`config.mk`:
```
export PLATFORM = sky130hd
export DESIGN_NAME = vy0010_fdc
export DESIGN_NICKNAME = d
export VERILOG_FILES = /design/src/logic/fdc_bus_pkg.sv /design/src/logic/fdc_disk_pkg.sv /design/src/logic/fdc_reg_decode.sv /design/src/logic/fdc_sector_engine.sv /design/src/logic/fdc_read_mux.sv /design/src/logic/vy0010_fdc.sv
export SDC_FILE = /design/constraint.sdc
export NUM_CORES = 2
export LEC_CHECK = 0
export BUFFER_PORTS_ARGS = -buffer_cell sky130_fd_sc_hd__buf_2
export CORE_ASPECT_RATIO = 0.75
export CORE_MARGIN = 2
export CORE_UTILIZATION = 30
export DETAILED_ROUTE_END_ITERATION = 10
export GPL_TIMING_DRIVEN = 0
export HOLD_SLACK_MARGIN = 0.02
export MAX_ROUTING_LAYER = met4
export PLACE_DENSITY = 0.45
export SETUP_SLACK_MARGIN = 0.5
export SLEW_MARGIN = 30
export SYNTH_ARGS = -nofsm -noshare
export SYNTH_HDL_FRONTEND = slang
export SYNTH_SLANG_ARGS = --single-unit
```
`constraint.sdc`:
```
create_clock -name cpu_bus -period 9.45 [get_ports cpu_bus]
set_clock_uncertainty 0.05 [all_clocks]
set_input_delay 0.4725 -clock cpu_bus [delete_from_list [all_inputs] [get_ports cpu_bus]]
set_output_delay 0.4725 -clock cpu_bus [all_outputs]
set_load 0.005 [all_outputs]
```
`src/logic/fdc_bus_pkg.sv`:
```
// ------------------------------------------------
// fdc bus package
// CPU-side address map, device type codes and the
// widths of the 8-bit peripheral bus
// ------------------------------------------------
`default_nettype none

package fdc_bus_pkg;

   typedef logic [13:0] cpu_addr_t;   // offset inside the device window
   typedef logic [7:0]  cpu_data_t;
   typedef logic [3:0]  dev_typ_t;

   localparam dev_typ_t DEV_VY0010 = 4'h4;

   // ------------------------------------------------
   // register map, top of the window
   localparam cpu_addr_t FDC_WD_BASE     = 14'h3FF8;   // cmd/status, track, sector, data
   localparam cpu_addr_t FDC_SIDE_ADDR   = 14'h3FFC;
   localparam cpu_addr_t FDC_DRIVE_ADDR  = 14'h3FFD;
   localparam cpu_addr_t FDC_UNUSED_ADDR = 14'h3FFE;
   localparam cpu_addr_t FDC_STATUS_ADDR = 14'h3FFF;

   localparam cpu_data_t DRIVE_READ_MASK = 8'hFB;   // bit 2 reads back as zero

endpackage

`default_nettype wire

```
`src/logic/fdc_disk_pkg.sv`:
```
// ------------------------------------------------
// fdc disk package
// geometry types, WD command codes, status bit
// positions and the controller state encoding
// ------------------------------------------------
`default_nettype none

package fdc_disk_pkg;

   typedef logic [7:0]  track_t;
   typedef logic [7:0]  sector_t;
   typedef logic [31:0] lba_t;
   typedef logic [8:0]  buf_addr_t;   // byte index in a 512-byte sector
   typedef logic [31:0] img_size_t;

   // images above this size hold both sides
   localparam img_size_t LAYOUT_LIMIT = 32'h0005_A000;

   // upper nibble of the command byte
   localparam logic [3:0] CMD_RESTORE = 4'h0;
   localparam logic [3:0] CMD_SEEK    = 4'h1;
   localparam logic [3:0] CMD_READ    = 4'h8;

   // status register bits
   localparam int ST_BUSY   = 0;
   localparam int ST_DRQ    = 1;
   localparam int ST_RNF    = 4;
   localparam int ST_WPROT  = 6;
   localparam int ST_NOTRDY = 7;

   typedef enum logic [1:0] {IDLE, SD_REQ, SD_FILL, XFER} fdc_state_e;

endpackage

`default_nettype wire

```
`src/logic/fdc_reg_decode.sv`:
```
// ------------------------------------------------
// fdc register decode
// chip select, window address decode, side and
// drive registers, latching of the mounted image
// (presence, layout, write protect) and ready
// ------------------------------------------------
`default_nettype none

module fdc_reg_decode
   import fdc_bus_pkg::*;
   import fdc_disk_pkg::*;
#(
   parameter int DEV_NUM = 0
) (
   input  wire logic      cpu_bus,
   input  wire logic      rst_n,
   input  wire cpu_addr_t addr,
   input  wire cpu_data_t wr_data,
   input  wire logic      wr,
   input  wire dev_typ_t  dev_typ,
   input  wire logic [3:0] dev_num,
   input  wire logic      img_mounted,
   input  wire img_size_t img_size,
   input  wire logic      img_readonly,
   output logic           wd_sel,
   output logic [1:0]     wd_reg,
   output logic           cs_any,
   output logic           sel_side,
   output logic           sel_drive,
   output logic           sel_unused,
   output logic           sel_status,
   output cpu_data_t      side_q,
   output cpu_data_t      drive_q,
   output logic           side,
   output logic           ready,
   output logic           layout,
   output logic           wprot
);

   logic cs;
   logic mounted;   // image present and non-empty

   assign cs = (dev_typ == DEV_VY0010) && (dev_num == 4'(DEV_NUM));

   assign wd_sel     = cs && (addr[13:2] == FDC_WD_BASE[13:2]);
   assign wd_reg     = addr[1:0];
   assign sel_side   = cs && (addr == FDC_SIDE_ADDR);
   assign sel_drive  = cs && (addr == FDC_DRIVE_ADDR);
   assign sel_unused = cs && (addr == FDC_UNUSED_ADDR);
   assign sel_status = cs && (addr == FDC_STATUS_ADDR);
   assign cs_any     = wd_sel | sel_side | sel_drive | sel_unused | sel_status;

   // ------------------------------------------------
   // side and drive registers
   always_ff @(posedge cpu_bus or negedge rst_n) begin
      if (!rst_n) begin
         side_q  <= '0;
         drive_q <= '0;
      end else begin
         if (sel_side && wr)  side_q  <= wr_data;
         if (sel_drive && wr) drive_q <= wr_data;
      end
   end

   // image info, sampled on the mount strobe
   always_ff @(posedge cpu_bus or negedge rst_n) begin
      if (!rst_n) begin
         mounted <= 1'b0;
         layout  <= 1'b0;
         wprot   <= 1'b0;
      end else if (img_mounted) begin
         mounted <= (img_size != '0);
         layout  <= (img_size > LAYOUT_LIMIT) ? 1'b0 : 1'b1;   // 1 = single sided
         wprot   <= img_readonly;
      end
   end

   assign side  = side_q[0];
   assign ready = mounted & drive_q[7] & ~drive_q[0];   // motor on, drive not parked

endmodule

`default_nettype wire

```
`src/logic/fdc_sector_engine.sv`:
```
// ------------------------------------------------
// fdc sector engine
// WD1793-style controller with restore, seek and
// single-sector read. Fetches the sector from the
// SD image into a local buffer and hands it to the
// CPU byte by byte under DRQ
// ------------------------------------------------
`default_nettype none

module fdc_sector_engine
   import fdc_disk_pkg::*;
   import fdc_bus_pkg::*;
#(
   parameter int SECTORS_PER_TRACK = 9
) (
   input  wire logic      cpu_bus,
   input  wire logic      rst_n,
   input  wire logic      wd_sel,
   input  wire logic [1:0] wd_reg,
   input  wire logic      rd,
   input  wire logic      wr,
   input  wire cpu_data_t wr_data,
   input  wire logic      side,
   input  wire logic      ready,
   input  wire logic      layout,
   input  wire logic      wprot,
   input  wire logic      sd_ack,
   input  wire buf_addr_t sd_buff_addr,
   input  wire cpu_data_t sd_buff_data,
   input  wire logic      sd_buff_wr,
   output cpu_data_t      wd_rdata,
   output logic           drq,
   output logic           intrq,
   output lba_t           sd_lba,
   output logic           sd_rd
);

   fdc_state_e state;
   track_t     track_q;
   sector_t    sector_q;
   cpu_data_t  data_q;
   cpu_data_t  status;
   logic       busy;
   logic       rnf;
   logic       ack_q;
   buf_addr_t  byte_idx;
   buf_addr_t  byte_nxt;
   lba_t       trk_lin;
   lba_t       lba_next;
   logic       reg_wr;
   logic       cmd_wr;
   logic       stat_rd;
   logic       fill_done;
   logic       xfer_rd;

   cpu_data_t  sect_buf [512];

   assign reg_wr    = wd_sel && wr;
   assign cmd_wr    = reg_wr && (wd_reg == 2'd0) && !busy;
   assign stat_rd   = wd_sel && rd && (wd_reg == 2'd0);
   assign fill_done = (state == SD_FILL) && ack_q && !sd_ack;   // falling edge of ack
   assign xfer_rd   = (state == XFER) && wd_sel && rd && (wd_reg == 2'd3);
   assign byte_nxt  = byte_idx + 1'b1;

   // ------------------------------------------------
   // sector address from track, side and sector
   always_comb begin
      if (layout)
         trk_lin = lba_t'(track_q);
      else
         trk_lin = (lba_t'(track_q) << 1) + lba_t'(side);
      lba_next = trk_lin * lba_t'(SECTORS_PER_TRACK) + lba_t'(sector_q) - 32'd1;
   end

   // ------------------------------------------------
   // command FSM
   always_ff @(posedge cpu_bus or negedge rst_n) begin
      if (!rst_n) begin
         state    <= IDLE;
         track_q  <= '0;
         sector_q <= '0;
         busy     <= 1'b0;
         rnf      <= 1'b0;
         drq      <= 1'b0;
         intrq    <= 1'b0;
         sd_rd    <= 1'b0;
         sd_lba   <= '0;
         byte_idx <= '0;
         ack_q    <= 1'b0;
      end else begin
         ack_q <= sd_ack;
         if (stat_rd) intrq <= 1'b0;
         if (reg_wr && (wd_reg == 2'd1) && !busy) track_q  <= wr_data;
         if (reg_wr && (wd_reg == 2'd2) && !busy) sector_q <= wr_data;

         case (state)
            IDLE: begin
               if (cmd_wr) begin
                  rnf   <= 1'b0;
                  intrq <= 1'b1;   // type I and rejected reads finish at once
                  case (wr_data[7:4])
                     CMD_RESTORE: track_q <= '0;
                     CMD_SEEK:    track_q <= data_q;
                     CMD_READ: begin
                        if (!ready) begin
                           // NOTRDY shows live in status
                        end else if (sector_q == '0 ||
                                     sector_q > sector_t'(SECTORS_PER_TRACK)) begin
                           rnf <= 1'b1;
                        end else begin
                           intrq  <= 1'b0;
                           busy   <= 1'b1;
                           sd_rd  <= 1'b1;
                           sd_lba <= lba_next;
                           state  <= SD_REQ;
                        end
                     end
                     default: ;   // unsupported, just complete
                  endcase
               end
            end
            SD_REQ: begin
               if (sd_ack) begin
                  sd_rd <= 1'b0;
                  state <= SD_FILL;
               end
            end
            SD_FILL: begin
               if (fill_done) begin
                  drq      <= 1'b1;
                  byte_idx <= '0;
                  state    <= XFER;
               end
            end
            XFER: begin
               if (xfer_rd) begin
                  if (byte_idx == 9'd511) begin   // last byte taken
                     drq   <= 1'b0;
                     busy  <= 1'b0;
                     intrq <= 1'b1;
                     state <= IDLE;
                  end else begin
                     byte_idx <= byte_nxt;
                  end
               end
            end
            default: state <= IDLE;
         endcase
      end
   end

   // sector buffer, filled by the card while ack is up
   always_ff @(posedge cpu_bus) begin
      if (sd_ack && sd_buff_wr) sect_buf[sd_buff_addr] <= sd_buff_data;
   end

   // data register, prefetches the next byte during a transfer
   always_ff @(posedge cpu_bus) begin
      if (fill_done)
         data_q <= sect_buf[0];
      else if (xfer_rd)
         data_q <= sect_buf[byte_nxt];
      else if (reg_wr && (wd_reg == 2'd3) && (state != XFER))
         data_q <= wr_data;
   end

   always_comb begin
      status            = '0;
      status[ST_BUSY]   = busy;
      status[ST_DRQ]    = drq;
      status[ST_RNF]    = rnf;
      status[ST_WPROT]  = wprot;
      status[ST_NOTRDY] = ~ready;
   end

   always_comb begin
      case (wd_reg)
         2'd0:    wd_rdata = status;
         2'd1:    wd_rdata = track_q;
         2'd2:    wd_rdata = sector_q;
         default: wd_rdata = data_q;
      endcase
   end

endmodule

`default_nettype wire

```
`src/logic/fdc_read_mux.sv`:
```
// ------------------------------------------------
// fdc read mux
// read data and output request towards the CPU
// ------------------------------------------------
`default_nettype none

module fdc_read_mux
   import fdc_bus_pkg::*;
(
   input  wire logic      rd,
   input  wire logic      cs_any,
   input  wire logic      wd_sel,
   input  wire logic      sel_side,
   input  wire logic      sel_drive,
   input  wire logic      sel_unused,
   input  wire logic      sel_status,
   input  wire cpu_data_t side_q,
   input  wire cpu_data_t drive_q,
   input  wire cpu_data_t wd_rdata,
   input  wire logic      drq,
   input  wire logic      intrq,
   output cpu_data_t      data,
   output logic           output_rq
);

   always_comb begin
      if (sel_status)
         data = {~drq, ~intrq, 6'b111111};   // both lines active low
      else if (sel_side)
         data = side_q;
      else if (sel_drive)
         data = drive_q & DRIVE_READ_MASK;
      else if (wd_sel)
         data = wd_rdata;
      else if (sel_unused)
         data = 8'hFF;
      else
         data = 8'hFF;   // not ours, bus floats high
   end

   assign output_rq = cs_any & rd;

endmodule

`default_nettype wire

```
`src/logic/vy0010_fdc.sv`:
```
// ------------------------------------------------
// vy0010 floppy controller, top level
// decode, sector engine and read mux on the
// 8-bit CPU bus with an SD block backend
// ------------------------------------------------
`default_nettype none

module vy0010_fdc
   import fdc_bus_pkg::*;
   import fdc_disk_pkg::*;
#(
   parameter int DEV_NUM           = 0,
   parameter int SECTORS_PER_TRACK = 9
) (
   input  wire logic      cpu_bus,
   input  wire logic      rst_n,
   input  wire cpu_addr_t addr,
   input  wire cpu_data_t wr_data,
   input  wire logic      rd,
   input  wire logic      wr,
   input  wire dev_typ_t  dev_typ,
   input  wire logic [3:0] dev_num,
   input  wire logic      img_mounted,
   input  wire img_size_t img_size,
   input  wire logic      img_readonly,
   input  wire logic      sd_ack,
   input  wire buf_addr_t sd_buff_addr,
   input  wire cpu_data_t sd_buff_data,
   input  wire logic      sd_buff_wr,
   output cpu_data_t      data,
   output logic           output_rq,
   output lba_t           sd_lba,
   output logic           sd_rd
);

   logic       wd_sel;
   logic [1:0] wd_reg;
   logic       cs_any;
   logic       sel_side;
   logic       sel_drive;
   logic       sel_unused;
   logic       sel_status;
   cpu_data_t  side_q;
   cpu_data_t  drive_q;
   logic       side;
   logic       ready;
   logic       layout;
   logic       wprot;
   cpu_data_t  wd_rdata;
   logic       drq;
   logic       intrq;

   fdc_reg_decode #(.DEV_NUM(DEV_NUM)) fdc_reg_decode_inst (
      .cpu_bus, .rst_n, .addr, .wr_data, .wr, .dev_typ, .dev_num,
      .img_mounted, .img_size, .img_readonly,
      .wd_sel, .wd_reg, .cs_any, .sel_side, .sel_drive, .sel_unused, .sel_status,
      .side_q, .drive_q, .side, .ready, .layout, .wprot
   );

   fdc_sector_engine #(.SECTORS_PER_TRACK(SECTORS_PER_TRACK)) fdc_sector_engine_inst (
      .cpu_bus, .rst_n, .wd_sel, .wd_reg, .rd, .wr, .wr_data,
      .side, .ready, .layout, .wprot,
      .sd_ack, .sd_buff_addr, .sd_buff_data, .sd_buff_wr,
      .wd_rdata, .drq, .intrq, .sd_lba, .sd_rd
   );

   fdc_read_mux fdc_read_mux_inst (
      .rd, .cs_any, .wd_sel, .sel_side, .sel_drive, .sel_unused, .sel_status,
      .side_q, .drive_q, .wd_rdata, .drq, .intrq,
      .data, .output_rq
   );

endmodule

`default_nettype wire

```
=== After elaboration in Yosys (flattened, before gate mapping) ===
Memories as Yosys holds them, arrays and structs flattened.
Index checks and enable logic that the tools add are counted.

* Word-level logic and storage cells: 157
* Output and inout bits: 42
* Input port bits: 87
* Memory bits (writable): 4096
* Flip-flop bits (word level): 92
* Memories: 1

{| class="wikitable"
|+ Memory list
! memory !! words !! width !! read ports !! clocked after memory_dff !! write ports !! line !! source
|-
| fdc_sector_engine_inst.sect_buf || 512 || 8 || 2 || 0 || 1 || fdc_sector_engine.sv:56 || <nowiki>cpu_data_t sect_buf [512];</nowiki>
|}

* Muxes and demuxes: 50
* Equality and inequality tests: 25
* $mul: 1
* Bitwise logic cells: 12
* Magnitude comparators: 2
* Reduce and logical (&&, ||, !) cells: 45
* Add/sub/neg operators: 4

{| class="wikitable"
|+ Operator list
! cell !! number
|-
| 2-to-1 mux 8 bit || 10
|-
| equality test 14 bit (second input constant) || 4
|-
| adder 32 x 8 -> 32 bit || 1
|-
| greater-than comparator 32 x 19 -> 1 bit (second input constant) || 1
|-
| multiplier 32 x 4 -> 32 bit (second input constant) || 1
|-
| nonzero test 32 bit || 1
|-
| subtractor 32 x 1 -> 32 bit (second input constant) || 1
|-
| 2-to-1 mux 9 bit || 3
|-
| logical AND 1 bit || 25
|-
| one-hot mux 8 bit (3 select lines) || 1
|-
| 2-to-1 mux 1 bit || 20
|-
| one-hot mux 9 bit (2 select lines) || 1
|-
| 2-to-1 mux 2 bit || 8
|-
| one-hot mux 8 bit (2 select lines) || 1
|-
| equality test 12 bit (second input constant) || 1
|-
| != test 2 bit (second input constant) || 6
|-
| adder 9 x 1 -> 10 bit || 1
|-
| 2-to-1 mux 10 bit || 1
|-
| adder 9 x 1 -> 9 bit (second input constant) || 1
|-
| equality test 9 bit (second input constant) || 1
|-
| equality test 2 bit (second input constant) || 4
|-
| greater-than comparator 8 x 4 -> 1 bit (second input constant) || 1
|-
| logical NOT 4 bit || 2
|-
| logical NOT 8 bit || 1
|-
| other kinds (21) || 42
|}

=== Longest topological paths before layout ===
* Word-level depth: 10
* Depth in mapped cells: 21
* Depth with buffers taken out: 20

=== By module ===
From an unflattened synthesis, not the netlist that was laid out.

* Cell total of the unflattened synthesis: 7099
* Area total of the unflattened synthesis: 163320.4 um^2

{| class="wikitable"
|+ Modules (own cells, without submodules)
! module !! area each (um^2) !! sequential area each (um^2) !! times used !! cells an instance
|-
| fdc_sector_engine || 162093.0 || 124739.6 || 1 || 6980
|-
| fdc_reg_decode || 991.0 || 475.5 || 1 || 86
|-
| fdc_read_mux || 236.5 || 0.0 || 1 || 33
|}

=== Least setup slack after synthesis ===
No wires, ideal clock.

* Path type: register to register
* Start: reg fdc_reg_decode_inst.layout
* End: reg fdc_sector_engine_inst.sd_lba[14]
* Required time: 9317 ps
* Library setup time: 83 ps
* Path slack: 4840 ps
* Path buffers: 1
* Arrival time: 4478 ps
* Period minus slack after synthesis: 4610 ps
* Stages on the path, launching flop included: 21
* Cell sequence: dfrtp_1 > clkbuf_1 > mux2i_1 > inv_1 > ha_1 > inv_1 > fa_1 > fa_1 > inv_1 > ha_1 > a21o_1 > a21oi_1 > o21bai_1 > a21oi_1 > o21bai_1 > a21o_1 > a211oi_1 > nor2_1 > nor3_1 > ha_1 > o21ai_0

* Cells in the longest elaborated chain, start to end: 4

{| class="wikitable"
|+ RTL lines
! what !! line !! source
|-
| start, declared || fdc_reg_decode.sv:36 || <nowiki>output logic layout,</nowiki>
|-
| start signal, assigned || fdc_reg_decode.sv:73 || <nowiki>layout <= (img_size > LAYOUT_LIMIT) ? 1'b0 : 1'b1;</nowiki>
|-
| 2-to-1 mux 10 bit || fdc_sector_engine.sv:68 || <nowiki>if (layout)</nowiki>
|-
| multiplier 32 x 4 -> 32 bit || fdc_sector_engine.sv:72 || <nowiki>lba_next = trk_lin * lba_t'(SECTORS_PER_TRACK) + lba_t'(sector_q) - 32'd1;</nowiki>
|-
| adder 32 x 8 -> 32 bit || fdc_sector_engine.sv:72 ||
|-
| subtractor 32 x 1 -> 32 bit || fdc_sector_engine.sv:72 ||
|-
| end signal, assigned || fdc_sector_engine.sv:114 || <nowiki>sd_lba <= lba_next;</nowiki>
|-
| end, declared || fdc_sector_engine.sv:34 || <nowiki>output lba_t sd_lba,</nowiki>
|}

Every way passes these cells.
A chain may end at the register's enable or synchronous reset.

=== Worst setup path after layout ===
* Start: reg fdc_sector_engine_inst.byte_idx[0]
* End: reg fdc_sector_engine_inst.data_q[1] (data pin)

* Cells in the longest elaborated chain, start to end: 4

{| class="wikitable"
|+ RTL lines
! what !! line !! source
|-
| start, declared || fdc_sector_engine.sv:46 || <nowiki>buf_addr_t byte_idx;</nowiki>
|-
| start signal, assigned || fdc_sector_engine.sv:143 || <nowiki>byte_idx <= byte_nxt;</nowiki>
|-
| adder 9 x 1 -> 9 bit || fdc_sector_engine.sv:63 || <nowiki>assign byte_nxt = byte_idx + 1'b1;</nowiki>
|-
| memory (512 x 8 bit) || n/a ||
|-
| 2-to-1 mux 8 bit || fdc_sector_engine.sv:161 || <nowiki>else if (xfer_rd)</nowiki>
|-
| 2-to-1 mux 8 bit || fdc_sector_engine.sv:159 || <nowiki>if (fill_done)</nowiki>
|-
| end signal, assigned || fdc_sector_engine.sv:160 || <nowiki>data_q <= sect_buf[0];</nowiki>
|-
| end signal, assigned || fdc_sector_engine.sv:162 || <nowiki>data_q <= sect_buf[byte_nxt];</nowiki>
|-
| end signal, assigned || fdc_sector_engine.sv:164 || <nowiki>data_q <= wr_data;</nowiki>
|-
| end, declared || fdc_sector_engine.sv:41 || <nowiki>cpu_data_t data_q;</nowiki>
|}

Every way passes these cells.

==> impl_metrics.env <==
export IMPL_status="complete, no violations"
export IMPL_grt_busiest_layer="met1"
export IMPL_grtUsageMet3_pct=4.58
export IMPL_use_met2_pct=27.5
export IMPL_grt_max_degree=113
export IMPL_cp_slowest_stage_delay_ns=0.84
export IMPL_ant_nets=0
export IMPL_fill_cells=49911
export IMPL_cp_slowest_cell="dfrtp_1"
export IMPL_maxSlewViolCount=0
export IMPL_cap_violations=0
export IMPL_vias=82127
export IMPL_worstRegToRegCells=14
export IMPL_hold_viol=0
export IMPL_critPathKind="flop to flop"
export IMPL_routabilityCongestion=0.833
export IMPL_nets=7916
export IMPL_cp_common_cell="buf_2"
export IMPL_grtUsageMet1_pct=30.5
export IMPL_cts_root_buffer="clkbuf_16"
export IMPL_dp_cells=14528
export IMPL_synth_area_sq_um=163000
export IMPL_startpoint_type="flop"
export IMPL_initialDrtViolationCount=12897
export IMPL_synthFlopType="edfxtp_1"
export IMPL_fin_crit_ns=7.44
export IMPL_crit_path_end_kind="flop"
export IMPL_hold_path_depth=6
export IMPL_die_w_microns=855
export IMPL_hpwlAfterDp_microns=381000
export IMPL_grt_usage_pct=20.1
export IMPL_post_drt_via_cell_ratio=5.35
export IMPL_postCtsSetupBuffers=0
export IMPL_synth_enable_flop_cells=4104
export IMPL_async_flop_share_pct=1.87
export IMPL_ys_seq_area_share_pct=76.8
export IMPL_die_h_microns=643
export IMPL_first_global_vias=80110
export IMPL_required_ns=10.10
export IMPL_finalCritPeriodShare_pct=78.8
export IMPL_leakagePower_uw=0.0576
export IMPL_wl_per_cell_microns=35.8
export IMPL_place_area_sq_um=176000
export IMPL_grt_overflow=0
export IMPL_start_util_pct=30.1
export IMPL_crit_fanout=11
export IMPL_fp_row_count=234
export IMPL_rsz0062_at_grt="no"
export IMPL_mostFrequentLayoutCells="edfxtp_1 (4104), mux4_2 (1317), nor2_1 (478)"
export IMPL_setup_slack_ns=2.01
export IMPL_yosys_warnings=0
export IMPL_worst_slew_pin_slew_ns=1.08
export IMPL_powerDensity_nw_per_um2=197
export IMPL_die_area_sq_um=550000
export IMPL_route_detailed_drc=0
export IMPL_ios=129
export IMPL_worst_path_buf_inv=6
export IMPL_yosysUniqueCellTypes=56
export IMPL_pre_cts_slack_ns=1.87
export IMPL_path_cells="buf_6, buf_2, nand3_1, xor2_4, buf_8, clkbuf_1, buf_2, clkbuf_2, mux4_2, a221o_1, a22oi_1, o221ai_1, a21oi_1, o21ai_1"
export IMPL_sequential_cell_area_sq_um=125000
export IMPL_path_clk_slew_ns=0.06
export IMPL_stdcell_count=15339
export IMPL_cts_sinks=4182
export IMPL_finalSetupViolations=0
export IMPL_core_area_sq_um=542000
export IMPL_cts_resized=0
export IMPL_numCtsBuffers=411
export IMPL_drive_gt1_share_pct=31.3
export IMPL_final_cell_area_sq_um=190000
export IMPL_syn_num_nets=7221
export IMPL_io_buffers=128
export IMPL_antenna_found_initial=94
export IMPL_grt_pass1_wl_microns=728000
export IMPL_cts_buffer_depth=4
export IMPL_hold_slack_ns=0.114
export IMPL_cts_tree="done"
export IMPL_ys_ff_latch=4182
export IMPL_syn_inst=7083
export IMPL_syn_to_final_growth_pct=16.3
export IMPL_wl_microns=549000
export IMPL_fmax_mhz=134
export IMPL_ctsHtreeMaxLevel=5
export IMPL_worst_path_stages=14
export IMPL_path_delay_family="buffers and inverters"
export IMPL_worstPathArrival_ns=8.10
export IMPL_hp_class="primary input to flop"
export IMPL_fin_util_pct=35.0
export IMPL_relSlewSlack_pct=27.8
export IMPL_multi_input_area_sq_um=36100
export IMPL_syn_mean_instance_area_sq_um=23.0
export IMPL_drt_first_pass_iters=5
export IMPL_clkLatencyLatePin_ns=1.06
export IMPL_final_common_cell="edfxtp_1"
export IMPL_vdd_drop_max_mv=0.158
final timing paths:
check / start / endpoint / slack, ns
max: fdc_sector_engine_inst.byte_idx[0] / fdc_sector_engine_inst.data_q[1] / 2.01
min: addr[1] / fdc_sector_engine_inst.busy / 0.11
max reg2reg: fdc_sector_engine_inst.byte_idx[0] / fdc_sector_engine_inst.data_q[1] / 2.01
min reg2reg: fdc_sector_engine_inst.sd_lba[3] / fdc_sector_engine_inst.sd_lba[3] / 0.41
max in group asynchronous: rst_n / fdc_sector_engine_inst.sd_lba[24] / 7.72
min in group asynchronous: rst_n / fdc_reg_decode_inst.wprot / 0.51
Yosys cell counts, drive strengths merged, types with 7 or more instances:
cell | n | area, sq um
buf | 182 | 973
a221oi | 19 | 166
mux2i | 17 | 170
a22oi | 11 | 82.6
ha | 37 | 463
a211oi | 10 | 75.1
xnor2 | 10 | 87.6
edfxtp | 4104 | 123000
a21oi | 26 | 130
o21ai | 53 | 265
inv | 56 | 210
nand3 | 22 | 110
mux2 | 28 | 315
nand2 | 126 | 475
o31ai | 7 | 52.6
o221ai | 7 | 61.3
nor3 | 10 | 50.1
nor4 | 12 | 105
nor2 | 541 | 2030
a21o | 17 | 128
dfrtp | 78 | 1950
nor2b | 18 | 113
a221o | 14 | 140
fa | 14 | 280
a22o | 40 | 350
mux4 | 1317 | 29700
clkbuf | 235 | 882
cell type report:
cell class / count / share of cell area [%]
sequential: 4182 / 66.0
antenna: 26 / 0.0343
clock inverter: 261 / 1.26
buffer: 417 / 1.13
multi-input combinational: 2428 / 19.0
timing repair buffer: 282 / 2.06
clock buffer: 489 / 5.62
inverter: 56 / 0.111
tap: 7198 / 4.75
report_power, final:
group | total [uW] | internal (uW) | switching (uW)
combinational | 557 | 108 | 449
sequential | 20400 | 20400 | 3.20
clock | 16400 | 9060 | 7320
total | 37300 | 29500 | 7780
logic make-up (layout without fill, tap and decap cells):
kind of cell,Yosys count,in the layout,synth area share [%]
DFF,4182,4182,76.8
xor gates and xnor gates,14,14,0.0752
AOI/OAI and AO/OA,227,227,0.997
buffers and inverters,473,1505,1.27
adders and majority gates,51,51,0.456
other,0,26,0
muxes,1362,1362,18.5
and+or+nand+nor,774,774,1.96
sequential cells by signal, indices dropped and copies added, names as in the netlist, 7 cells and up:
name                             flops
fdc_sector_engine_inst.track_q       8
fdc_reg_decode_inst.side_q           8
fdc_sector_engine_inst.sector_q      8
fdc_reg_decode_inst.drive_q          7
fdc_sector_engine_inst.sect_buf   4096
fdc_sector_engine_inst.byte_idx      9
fdc_sector_engine_inst.data_q        8
fdc_sector_engine_inst.sd_lba       27
timing repair:
item | 4_1_cts | 5_1_grt
hold endpoints to repair | 643 | 0
setup endpoints to repair | 0 | 0
hold buffers | 33 | 0
through the flow:
| step | TNS [ns] | power, uW |
|---|---|---|
| 6_report | 0 | 37300 |
| 5_1_grt | 0 | 38300 |
| 4_1_cts | 0 | 37600 |
| 3_5_place_dp | 0 | 21300 |
| 3_3_place_gp | -153.90 | 21400 |
| 2_1_floorplan | 0 | 20800 |
metal layers:
| layer | wire, microns | vias up |
|---|---|---|
| met5 | 0 | - |
| met2 | 232000 | 4117 |
| met4 | 12300 | 0 |
| met3 | 54500 | 623 |
| li1 | - | 31541 |
| met1 | 251000 | 45846 |
worst register-to-register path, delay by kind of cell, from the launching register on:
family | cells | cell delay (ns)
and+or+nand+nor | 1 | 0.35
muxes | 1 | 0.51
DFF | 1 | 0.84
buffers and inverters | 6 | 3.42
xor gates and xnor gates | 1 | 0.23
AOI/OAI and AO/OA | 5 | 1.74
(Power assumes the default switching activity.)
